## src/dram_defines.svh

```systemverilog
`ifndef DRAM_DEFINES_SVH
`define DRAM_DEFINES_SVH

// Burst and bus widths
`define DRAM_BURST   8
`define DRAM_DQ_W    32
`define DRAM_DQS_W   1
`define DRAM_ROW_W   12
`define DRAM_BANK_W  2
`define DRAM_COL_W   3

// Command timing in CLKx2 cycles
`define DRAM_TRCD    3
`define DRAM_CL      4
`define DRAM_CWL     3
`define DRAM_TRP     2

// Read window covers latency, burst and the sync pipeline
`define DRAM_RD_WIN  (`DRAM_CL + `DRAM_BURST + 6)

`endif
```

## src/dram_pkg.sv

```systemverilog
`default_nettype none

`include "dram_defines.svh"

package dram_pkg;

    typedef logic [`DRAM_DQ_W-1:0]   dq_t;
    typedef logic [`DRAM_ROW_W-1:0]  row_t;
    typedef logic [`DRAM_BANK_W-1:0] bank_t;
    typedef logic [`DRAM_COL_W-1:0]  col_t;
    typedef logic [3:0]              beat_cnt_t;

    typedef enum logic [2:0] {
        NOP,
        ACT,
        RD,
        WR,
        PRE
    } dram_cmd_e;

    typedef enum logic [2:0] {
        IDLE,
        ACTIVATE,
        TRCD_WAIT,
        ISSUE,
        DATA,
        PRECHARGE,
        TRP_WAIT
    } ctrl_state_e;

    // One host access, 50 bits
    typedef struct packed {
        logic  write;
        bank_t bank;
        row_t  row;
        col_t  col;
        dq_t   wdata;
    } host_req_s;

    typedef struct packed {
        logic wr_en;
        logic rd_en;
        logic clear;
        col_t col;
    } xfer_ctrl_s;

    // Command bus, all control lines active low
    typedef struct packed {
        logic  cs_n;
        logic  act_n;
        logic  ras_n;
        logic  cas_n;
        logic  we_n;
        bank_t bank;
        row_t  addr;
    } dram_pins_s;

    typedef struct packed {
        dq_t                   dq_out;
        logic                  dq_oe;
        logic [`DRAM_DQS_W-1:0] dqs_t;
        logic [`DRAM_DQS_W-1:0] dqs_c;
        logic                  dqs_oe;
        logic                  dm_n;
    } dq_bus_s;

endpackage

`default_nettype wire

```

## src/dram_phy_top.sv

```systemverilog
`timescale 1ns/1ps
`default_nettype none

`include "dram_defines.svh"

module dram_phy_top (
    input  logic                 CLKx2,
    input  logic                 nRST,
    input  logic                 req,
    input  dram_pkg::host_req_s  req_data,
    output logic                 busy,
    output logic                 done,
    output dram_pkg::dq_t        rdata,
    output logic                 load,
    output dram_pkg::dram_pins_s pins,
    output dram_pkg::dq_bus_s    bus,
    input  dram_pkg::dq_t        dq_in,
    input  logic                 dqs_in
);

    dram_pkg::dram_cmd_e  cmd;
    dram_pkg::bank_t      cmd_bank;
    dram_pkg::row_t       cmd_row;
    dram_pkg::xfer_ctrl_s xfer;

    dram_ctrl i_ctrl (
        .CLKx2   (CLKx2),
        .nRST    (nRST),
        .req     (req),
        .req_data(req_data),
        .busy    (busy),
        .done    (done),
        .cmd     (cmd),
        .cmd_bank(cmd_bank),
        .cmd_row (cmd_row),
        .xfer    (xfer)
    );

    dram_cmd_enc i_cmd_enc (
        .CLKx2(CLKx2),
        .nRST (nRST),
        .cmd  (cmd),
        .bank (cmd_bank),
        .row  (cmd_row),
        .pins (pins)
    );

    // Write word comes straight from the host, held stable while busy
    data_transfer i_data (
        .CLKx2 (CLKx2),
        .nRST  (nRST),
        .xfer  (xfer),
        .wdata (req_data.wdata),
        .dq_in (dq_in),
        .dqs_in(dqs_in),
        .bus   (bus),
        .rdata (rdata),
        .load  (load)
    );

endmodule

`default_nettype wire

```

## src/data_transfer.sv

```systemverilog
`timescale 1ns/1ps
`default_nettype none

`include "dram_defines.svh"

module data_transfer (
    input  logic                 CLKx2,
    input  logic                 nRST,
    input  dram_pkg::xfer_ctrl_s xfer,
    input  dram_pkg::dq_t        wdata,
    input  dram_pkg::dq_t        dq_in,
    input  logic                 dqs_in,
    output dram_pkg::dq_bus_s    bus,
    output dram_pkg::dq_t        rdata,
    output logic                 load
);

    localparam dram_pkg::beat_cnt_t BURST     = dram_pkg::beat_cnt_t'(`DRAM_BURST);
    localparam dram_pkg::beat_cnt_t BEAT_OFFS = 4'd3;

    dram_pkg::beat_cnt_t wr_cnt;
    dram_pkg::beat_cnt_t beat_idx;
    dram_pkg::beat_cnt_t cap_idx;
    logic                in_burst;
    logic                beat_match;
    logic                dqs_q;
    logic                dm_q;
    logic                dqs_flag;
    dram_pkg::dq_t       dq_q;
    dram_pkg::dq_t       dq_d1;
    dram_pkg::dq_t       dq_d2;
    dram_pkg::dq_t       cap_mem [`DRAM_BURST];

    // Write side
    assign beat_idx   = wr_cnt - BEAT_OFFS;
    assign in_burst   = (wr_cnt >= BEAT_OFFS) && (wr_cnt < BEAT_OFFS + BURST);
    assign beat_match = in_burst && (beat_idx == dram_pkg::beat_cnt_t'(xfer.col));

    always_ff @(posedge CLKx2 or negedge nRST) begin
        if (!nRST) begin
            wr_cnt <= '0;
            dqs_q  <= 1'b0;
        end else if (xfer.clear) begin
            wr_cnt <= '0;
            dqs_q  <= 1'b0;
        end else if (xfer.wr_en) begin
            wr_cnt <= wr_cnt + 4'd1;
            // Strobe runs from count 2 until the last beat
            if (wr_cnt >= 4'd2 && wr_cnt < BEAT_OFFS + BURST) begin
                dqs_q <= ~dqs_q;
            end
        end
    end

    // DQ and DM change on the falling edge, centered on DQS
    always_ff @(negedge CLKx2 or negedge nRST) begin
        if (!nRST) begin
            dq_q <= '0;
            dm_q <= 1'b1;
        end else begin
            if (xfer.wr_en && wr_cnt >= BEAT_OFFS) begin
                dq_q <= wdata;
            end
            dm_q <= xfer.wr_en ? beat_match : 1'b1;
        end
    end

    always_comb begin
        bus.dq_out = dq_q;
        bus.dq_oe  = xfer.wr_en;
        bus.dqs_t  = {`DRAM_DQS_W{dqs_q}};
        bus.dqs_c  = {`DRAM_DQS_W{~dqs_q}};
        bus.dqs_oe = xfer.wr_en;
        bus.dm_n   = dm_q;
    end

    // Read side
    edge_det #(
        .TRIG_RISE(1'b1),
        .TRIG_FALL(1'b1)
    ) i_dqs_edge (
        .CLKx2    (CLKx2),
        .nRST     (nRST),
        .async_in (dqs_in),
        .edge_flag(dqs_flag)
    );

    // Same two stages as the strobe synchronizer
    always_ff @(posedge CLKx2) begin
        dq_d1 <= dq_in;
        dq_d2 <= dq_d1;
        if (xfer.rd_en && dqs_flag && cap_idx < BURST) begin
            cap_mem[cap_idx[`DRAM_COL_W-1:0]] <= dq_d2;
        end
    end

    always_ff @(posedge CLKx2 or negedge nRST) begin
        if (!nRST) begin
            cap_idx <= '0;
            load    <= 1'b0;
        end else begin
            load <= xfer.rd_en && dqs_flag && (cap_idx == BURST - 4'd1);
            if (xfer.clear) begin
                cap_idx <= '0;
            end else if (xfer.rd_en && dqs_flag && cap_idx < BURST) begin
                cap_idx <= cap_idx + 4'd1;
            end
        end
    end

    // Burst is complete when load fires
    assign rdata = cap_mem[xfer.col];

endmodule

`default_nettype wire

```

## src/dram_ctrl.sv

```systemverilog
`timescale 1ns/1ps
`default_nettype none

`include "dram_defines.svh"

module dram_ctrl (
    input  logic                 CLKx2,
    input  logic                 nRST,
    input  logic                 req,
    input  dram_pkg::host_req_s  req_data,
    output logic                 busy,
    output logic                 done,
    output dram_pkg::dram_cmd_e  cmd,
    output dram_pkg::bank_t      cmd_bank,
    output dram_pkg::row_t       cmd_row,
    output dram_pkg::xfer_ctrl_s xfer
);

    localparam int WR_WIN = `DRAM_CWL + `DRAM_BURST + 3;

    dram_pkg::ctrl_state_e state;
    logic [4:0]            wait_cnt;

    // Latched request fields
    logic                  wr_q;
    dram_pkg::bank_t       bank_q;
    dram_pkg::row_t        row_q;
    dram_pkg::col_t        col_q;

    always_ff @(posedge CLKx2 or negedge nRST) begin
        if (!nRST) begin
            state    <= dram_pkg::IDLE;
            wait_cnt <= '0;
            busy     <= 1'b0;
            done     <= 1'b0;
        end else begin
            done <= 1'b0;
            case (state)
                dram_pkg::IDLE: begin
                    if (req) begin
                        state <= dram_pkg::ACTIVATE;
                        busy  <= 1'b1;
                    end
                end
                dram_pkg::ACTIVATE: begin
                    state    <= dram_pkg::TRCD_WAIT;
                    wait_cnt <= 5'(`DRAM_TRCD - 1);
                end
                dram_pkg::TRCD_WAIT: begin
                    if (wait_cnt == '0) begin
                        state <= dram_pkg::ISSUE;
                    end else begin
                        wait_cnt <= wait_cnt - 5'd1;
                    end
                end
                dram_pkg::ISSUE: begin
                    state    <= dram_pkg::DATA;
                    // Write window is fixed, read window allows for the sync delay
                    wait_cnt <= wr_q ? 5'(WR_WIN - 1) : 5'(`DRAM_RD_WIN - 1);
                end
                dram_pkg::DATA: begin
                    if (wait_cnt == '0) begin
                        state <= dram_pkg::PRECHARGE;
                    end else begin
                        wait_cnt <= wait_cnt - 5'd1;
                    end
                end
                dram_pkg::PRECHARGE: begin
                    state    <= dram_pkg::TRP_WAIT;
                    wait_cnt <= 5'(`DRAM_TRP - 1);
                end
                dram_pkg::TRP_WAIT: begin
                    if (wait_cnt == '0) begin
                        state <= dram_pkg::IDLE;
                        busy  <= 1'b0;
                        done  <= 1'b1;
                    end else begin
                        wait_cnt <= wait_cnt - 5'd1;
                    end
                end
                default: state <= dram_pkg::IDLE;
            endcase
        end
    end

    // Request is only taken in IDLE
    always_ff @(posedge CLKx2) begin
        if (state == dram_pkg::IDLE && req) begin
            wr_q   <= req_data.write;
            bank_q <= req_data.bank;
            row_q  <= req_data.row;
            col_q  <= req_data.col;
        end
    end

    always_comb begin
        case (state)
            dram_pkg::ACTIVATE:  cmd = dram_pkg::ACT;
            dram_pkg::ISSUE:     cmd = wr_q ? dram_pkg::WR : dram_pkg::RD;
            dram_pkg::PRECHARGE: cmd = dram_pkg::PRE;
            default:             cmd = dram_pkg::NOP;
        endcase
    end

    assign cmd_bank = bank_q;
    assign cmd_row  = row_q;

    always_comb begin
        xfer.wr_en = (state == dram_pkg::DATA) && wr_q;
        xfer.rd_en = (state == dram_pkg::DATA) && !wr_q;
        xfer.clear = (state == dram_pkg::ISSUE);
        xfer.col   = col_q;
    end

endmodule

`default_nettype wire

```

## src/dram_cmd_enc.sv

```systemverilog
`timescale 1ns/1ps
`default_nettype none

`include "dram_defines.svh"

module dram_cmd_enc (
    input  logic                 CLKx2,
    input  logic                 nRST,
    input  dram_pkg::dram_cmd_e  cmd,
    input  dram_pkg::bank_t      bank,
    input  dram_pkg::row_t       row,
    output dram_pkg::dram_pins_s pins
);

    dram_pkg::dram_pins_s pins_d;

    always_comb begin
        // Deselect by default
        pins_d.cs_n  = 1'b1;
        pins_d.act_n = 1'b1;
        pins_d.ras_n = 1'b1;
        pins_d.cas_n = 1'b1;
        pins_d.we_n  = 1'b1;
        pins_d.bank  = '0;
        pins_d.addr  = '0;
        case (cmd)
            dram_pkg::ACT: begin
                pins_d.cs_n  = 1'b0;
                pins_d.act_n = 1'b0;
                pins_d.bank  = bank;
                pins_d.addr  = row;
            end
            // Burst always starts at beat 0, so the column stays zero
            dram_pkg::RD: begin
                pins_d.cs_n  = 1'b0;
                pins_d.cas_n = 1'b0;
                pins_d.bank  = bank;
            end
            dram_pkg::WR: begin
                pins_d.cs_n  = 1'b0;
                pins_d.cas_n = 1'b0;
                pins_d.we_n  = 1'b0;
                pins_d.bank  = bank;
            end
            dram_pkg::PRE: begin
                pins_d.cs_n  = 1'b0;
                pins_d.ras_n = 1'b0;
                pins_d.we_n  = 1'b0;
                pins_d.bank  = bank;
            end
            default: ;
        endcase
    end

    always_ff @(posedge CLKx2 or negedge nRST) begin
        if (!nRST) begin
            pins <= '{cs_n: 1'b1, act_n: 1'b1, ras_n: 1'b1, cas_n: 1'b1,
                      we_n: 1'b1, bank: '0, addr: '0};
        end else begin
            pins <= pins_d;
        end
    end

endmodule

`default_nettype wire

```

## src/edge_det.sv

```systemverilog
`timescale 1ns/1ps
`default_nettype none

module edge_det #(
    parameter bit TRIG_RISE = 1'b1,
    parameter bit TRIG_FALL = 1'b0
) (
    input  logic CLKx2,
    input  logic nRST,
    input  logic async_in,
    output logic edge_flag
);

    logic sync1;
    logic sync2;
    logic prev;

    always_ff @(posedge CLKx2 or negedge nRST) begin
        if (!nRST) begin
            sync1 <= 1'b0;
            sync2 <= 1'b0;
            prev  <= 1'b0;
        end else begin
            sync1 <= async_in;
            sync2 <= sync1;
            prev  <= sync2;
        end
    end

    // Flag is high for the one cycle after sync2 changes
    assign edge_flag = (TRIG_RISE && sync2 && !prev) ||
                       (TRIG_FALL && !sync2 && prev);

endmodule

`default_nettype wire

```

## config.mk

```make
export PLATFORM = sky130hd
export DESIGN_NAME = dram_phy_top
export DESIGN_NICKNAME = d
export VERILOG_FILES = /design/src/dram_pkg.sv /design/src/dram_phy_top.sv /design/src/data_transfer.sv /design/src/dram_ctrl.sv /design/src/dram_cmd_enc.sv /design/src/edge_det.sv
export VERILOG_INCLUDE_DIRS = /design/src /design/src/src
export SDC_FILE = /design/constraint.sdc
export NUM_CORES = 1
export LEC_CHECK = 0
export ABC_AREA = 0
export BUFFER_PORTS_ARGS = -buffer_cell sky130_fd_sc_hd__buf_2
export CAP_MARGIN = 0
export CORE_MARGIN = 2
export CORE_UTILIZATION = 25
export CTS_CLUSTER_DIAMETER = 50
export DETAILED_ROUTE_END_ITERATION = 16
export PLACE_DENSITY_LB_ADDON = 0.3
export SETUP_SLACK_MARGIN = 0.3
export SLEW_MARGIN = 20
export SYNTH_ARGS = -nofsm -noshare
export SYNTH_HDL_FRONTEND = slang
export SYNTH_HIERARCHICAL = 1
export SYNTH_SLANG_ARGS = --single-unit
export TNS_END_PERCENT = 5
```

## constraint.sdc

```tcl
create_clock -name CLKx2 -period 6.1 [get_ports CLKx2]
set_input_delay 0.305 -clock CLKx2 [delete_from_list [all_inputs] [get_ports CLKx2]]
set_output_delay 0.305 -clock CLKx2 [all_outputs]
set_load 0.01 [all_outputs]
```

==> reports/metrics.csv <==
stage,metric,value,unit
worst_hold_path,hold_path.startpoint,req,
final_layout,postLayoutCoreUtil,0.321,
yosys,synth_compound_area_frac,0.0183,
worst_hold_path,worst_hold_path_type,in -> reg,
global_route,gr-usage-met3,0.0259,
global_route,grt_most_used_layer,met2,
floorplan,die_w,247,um
outcome,outcome,"complete, no violations",
timing,pin_slew_with_the_least_headroom_to_its_limit,1.03,ns
power,total_power,0.00767,W
worst_setup_path,crit_fanout,32,
yosys,yosys.cell_types.count,59,
final_layout,final_nets,1066,
placement,place_congestion,0.687,
global_route,globalRouteTotalUtil,0.103,
clock_tree,clk_pin_slew,0.06,ns
clock_tree,cts_root_buffer,clkbuf_16,
floorplan,core_area,58700,um^2
global_route,grt_start_max_net_pins,65,
worst_setup_path,reg2reg_from,i_ctrl/state[2]$_DFFE_PN0P_,
timing,hold_viol,0,
clock_tree,post_cts_repair_timing_setup_buffer_count,0,
route,detailroute.via_count,7259,
yosys,async_flop_share,0.182,
yosys,synth_edf_count,274,
final_layout,fillerInstances,5646,
yosys,sequential_area_share_after_synthesis,0.771,
clock_tree,clock_tree_from_tritoncts,yes,
global_route,grt.overflow.total,0,
yosys,syn-num-nets,805,
yosys,post_synth.cell_area_avg,20.7,um^2
timing,final.setup.tns,0,ns
yosys,synth-seq-cells,413,
yosys,synthAdderAreaFrac,0.00339,
timing,finalClockSkew,0.0384,ns
power,power_per_cell_area,407,nW/um^2
route,post_drt_via_cell_ratio,4.05,
worst_setup_path,required,3.46,ns
worst_hold_path,hold-path-endpoint,i_ctrl/state[0]$_DFFE_PN0P_,
final_layout,drive_above_1_share,0.396,
yosys,synth_top_family_by_area,multiplexers,
worst_setup_path,reg2reg_setup_slack,0.91,ns
placement,placed_cell_area,16600,um^2
global_route,global_route.usage.met1,0.133,
clock_tree,cts_made_buffers,53,
timing,timing.max_slew.rel_slack,0.311,
final_layout,most_used_cells_in_the_layout_excluding_fill_and_tap_cells,"edfxtp_1, buf_2, dfxtp_1",
route,routed_wl,31600,um
floorplan,core.rowCount,89,
floorplan,floorplan.initialDensity,0.252,
run,drv_cap,0,
worst_setup_path,crit_type,reg -> reg,
yosys,yosys-mux-area-fraction,0.154,
timing,grt_setup_unrepaired,no,
yosys,synthXorXnorAreaFrac,0.00626,
yosys,synthFlopType,edfxtp_1,
clock_tree,clockBufferDepth,3,
final_layout,area_growth_syn_to_layout,27.3,%
route,drt_pass1_iterations,4,
worst_setup_path,timing.critical_path.slowest_stage_cell,dfrtp_1,
global_route,use_met2,0.167,
worst_setup_path,end_kind,flop,
timing,finalSetupViolations,0,
global_route,grt_pass1_wl,46800,um
timing,final-max-slew-violation-count,0,
worst_setup_path,cpLargestDelayFamily,flip-flops,
placement,port_buffers,176,
yosys,syn-instance-count,715,
power,power.static_leakage,6.96,nW
clock_tree,ctsHtreeMaxLevel,2,
yosys,synthesis.yosys.warnings,6,
worst_setup_path,cp_cell_sequence,inv_1 > nor4b_2 > o31ai_4 > buf_4 > mux2_1,
final_layout,postLayoutCellArea,18800,um^2
route,drc,0,
worst_setup_path,worst_setup_path_start_kind,flop,
worst_setup_path,rr_worst_depth,5,
worst_hold_path,holdPathStages,4,
worst_setup_path,critical_path.reg2reg.endpoint,i_data/dq_q[30]$_DFFE_NN0P_,
global_route,vias_in_the_first_global_route,7672,
worst_setup_path,worst_path_largest_cell_delay,0.60,ns
timing,worst_slack,0.906,ns
yosys,netlist_area,14800,um^2
floorplan,die-area,61100,um^2
clock_tree,clk_latency,0.61,ns
power,max_vdd_drop,200,uV
worst_setup_path,critical_path_buf_inv_count,2,
worst_setup_path,cp_data_arrival_time,2.55,ns
placement,place_ws,0.944,ns
yosys,synth-simple-area-share,0.0276,
floorplan,io-pin-count,177,
route,routedWlPerCell,17.6,um
global_route,antenna_found_initial,0,
final_layout,final_common_cell,edfxtp_1,
placement,place_hpwl,17700,um
clock_tree,cts.sinks,413,
final_layout,antennaDiodeCount,0,
route,ant_nets,0,
route,drtIter0Drc,397,
floorplan,die_h,247,um
-- worst max path at each step --
stage | from | endpoint | slack (ns) | depth (start not counted)
final | i_ctrl/state[2]$_DFFE_PN0P_ | i_data/dq_q[30]$_DFFE_NN0P_ | 0.91 | 5
after global routing | i_ctrl/state[2]$_DFFE_PN0P_ | i_data/dq_q[30]$_DFFE_NN0P_ | 0.74 | 5
after CTS | i_ctrl/state[2]$_DFFE_PN0P_ | i_data/dq_q[30]$_DFFE_NN0P_ | 0.89 | 5
after detailed placement | i_ctrl/state[2]$_DFFE_PN0P_ | i_data/dq_q[30]$_DFFE_NN0P_ | 0.94 | 5
after global placement | i_ctrl/state[2]$_DFFE_PN0P_ | i_data/dq_q[5]$_DFFE_NN0P_ | 1.0 | 5
after floorplan | i_ctrl/state[0]$_DFFE_PN0P_ | i_data/dq_q[30]$_DFFE_NN0P_ | 0.84 | 7
-- repair_timing --
item	CTS	global route
resized for setup	0	0
hold buffers	52	0
hold endpoints to repair	63	0
-- area by class of cell --
class                   instances  area [um^2]  share of cell area
flip-flops and latches        413        11400               0.605
multi-input cells             252         3170               0.168
repair buffers                245         1530              0.0814
clock buffers                  70         1450              0.0772
well taps                     773          967              0.0514
clock inverters                28          270              0.0144
inverters                      10         37.5             0.00199
-- registers in the layout (all words and copies together), names as in the netlist --
name / count
i_data/cap_mem: 256
i_data/dq_d1: 32
i_data/dq_d2: 32
i_data/dq_q: 32
i_cmd_enc/pins: 19
i_ctrl/cmd_row: 12
i_ctrl/wait_cnt: 5
i_data/cap_idx: 4
i_data/wr_cnt: 4
i_ctrl/col_q: 3
i_ctrl/state: 3
i_ctrl/cmd_bank: 2
i_ctrl/busy: 1
i_ctrl/done: 1
i_ctrl/wr_q: 1
i_data/dm_q: 1
i_data/dqs_q: 1
i_data/i_dqs_edge/prev: 1
i_data/i_dqs_edge/sync1: 1
i_data/i_dqs_edge/sync2: 1
i_data/load: 1
-- layer usage --
| metal | wire (um) | vias to the layer above | part of all wire |
|---|---|---|---|
| met1 | 14200 | 3746 | 0.45 |
| met4 | 754 | 0 | 0.024 |
| met3 | 1200 | 52 | 0.038 |
| met2 | 15500 | 115 | 0.49 |
| met5 | 0 | - | 0 |
| li1 | - | 3346 | - |
-- kinds of logic (layout without fill, tap and decap cells) --
group | count (synthesis) | after routing
AO/OA/AOI/OAI | 36 | 36
XOR/XNOR | 9 | 9
adder cells (fa/ha/maj) | 4 | 4
buffers and inverters | 50 | 353
flip-flops | 413 | 413
multiplexers | 131 | 131
AND/OR/NAND/NOR | 72 | 72
-- through the flow --
step,std cells,hold slack [ns]
finish,1791,0.156
floorplan,715,0.00941
global placement,1642,0.310
CTS,1791,0.116
detailed placement,1642,0.312
global route,1791,0.166
-- Yosys cell counts, drive strengths merged (4+ instances only) --
master,number,area [um^2]
dfrtp,37,926
o21ai,5,25.0
clkbuf,15,57.6
dfxtp,64,1280
nand2b,6,37.5
nor3,5,25.0
nor2,19,71.3
mux4,64,1520
ha,4,50.1
nand2,9,33.8
xor2,5,43.8
dfstp,6,158
and2,12,75.1
buf,24,194
mux2,65,736
and3,6,37.5
a211oi,5,37.5
edfxtp,274,8230
inv,11,41.3
dfrtn,32,801
-- power by group --
part	total [W]	internal (W)	leakage, nW	switching (W)
clock network	0.00300	0.00179	0.846	0.00122
registers	0.00345	0.00327	3.93	0.000179
logic	0.00122	0.000608	2.18	0.000608
-- worst min-delay path: cells and delay by family --
family | cells | cell delay [ns]
compound gates | 1 | 0.13
buf+inv | 1 | 0.09
simple gates | 2 | 0.17
No activity file was read; power rests on OpenSTA's default activity.
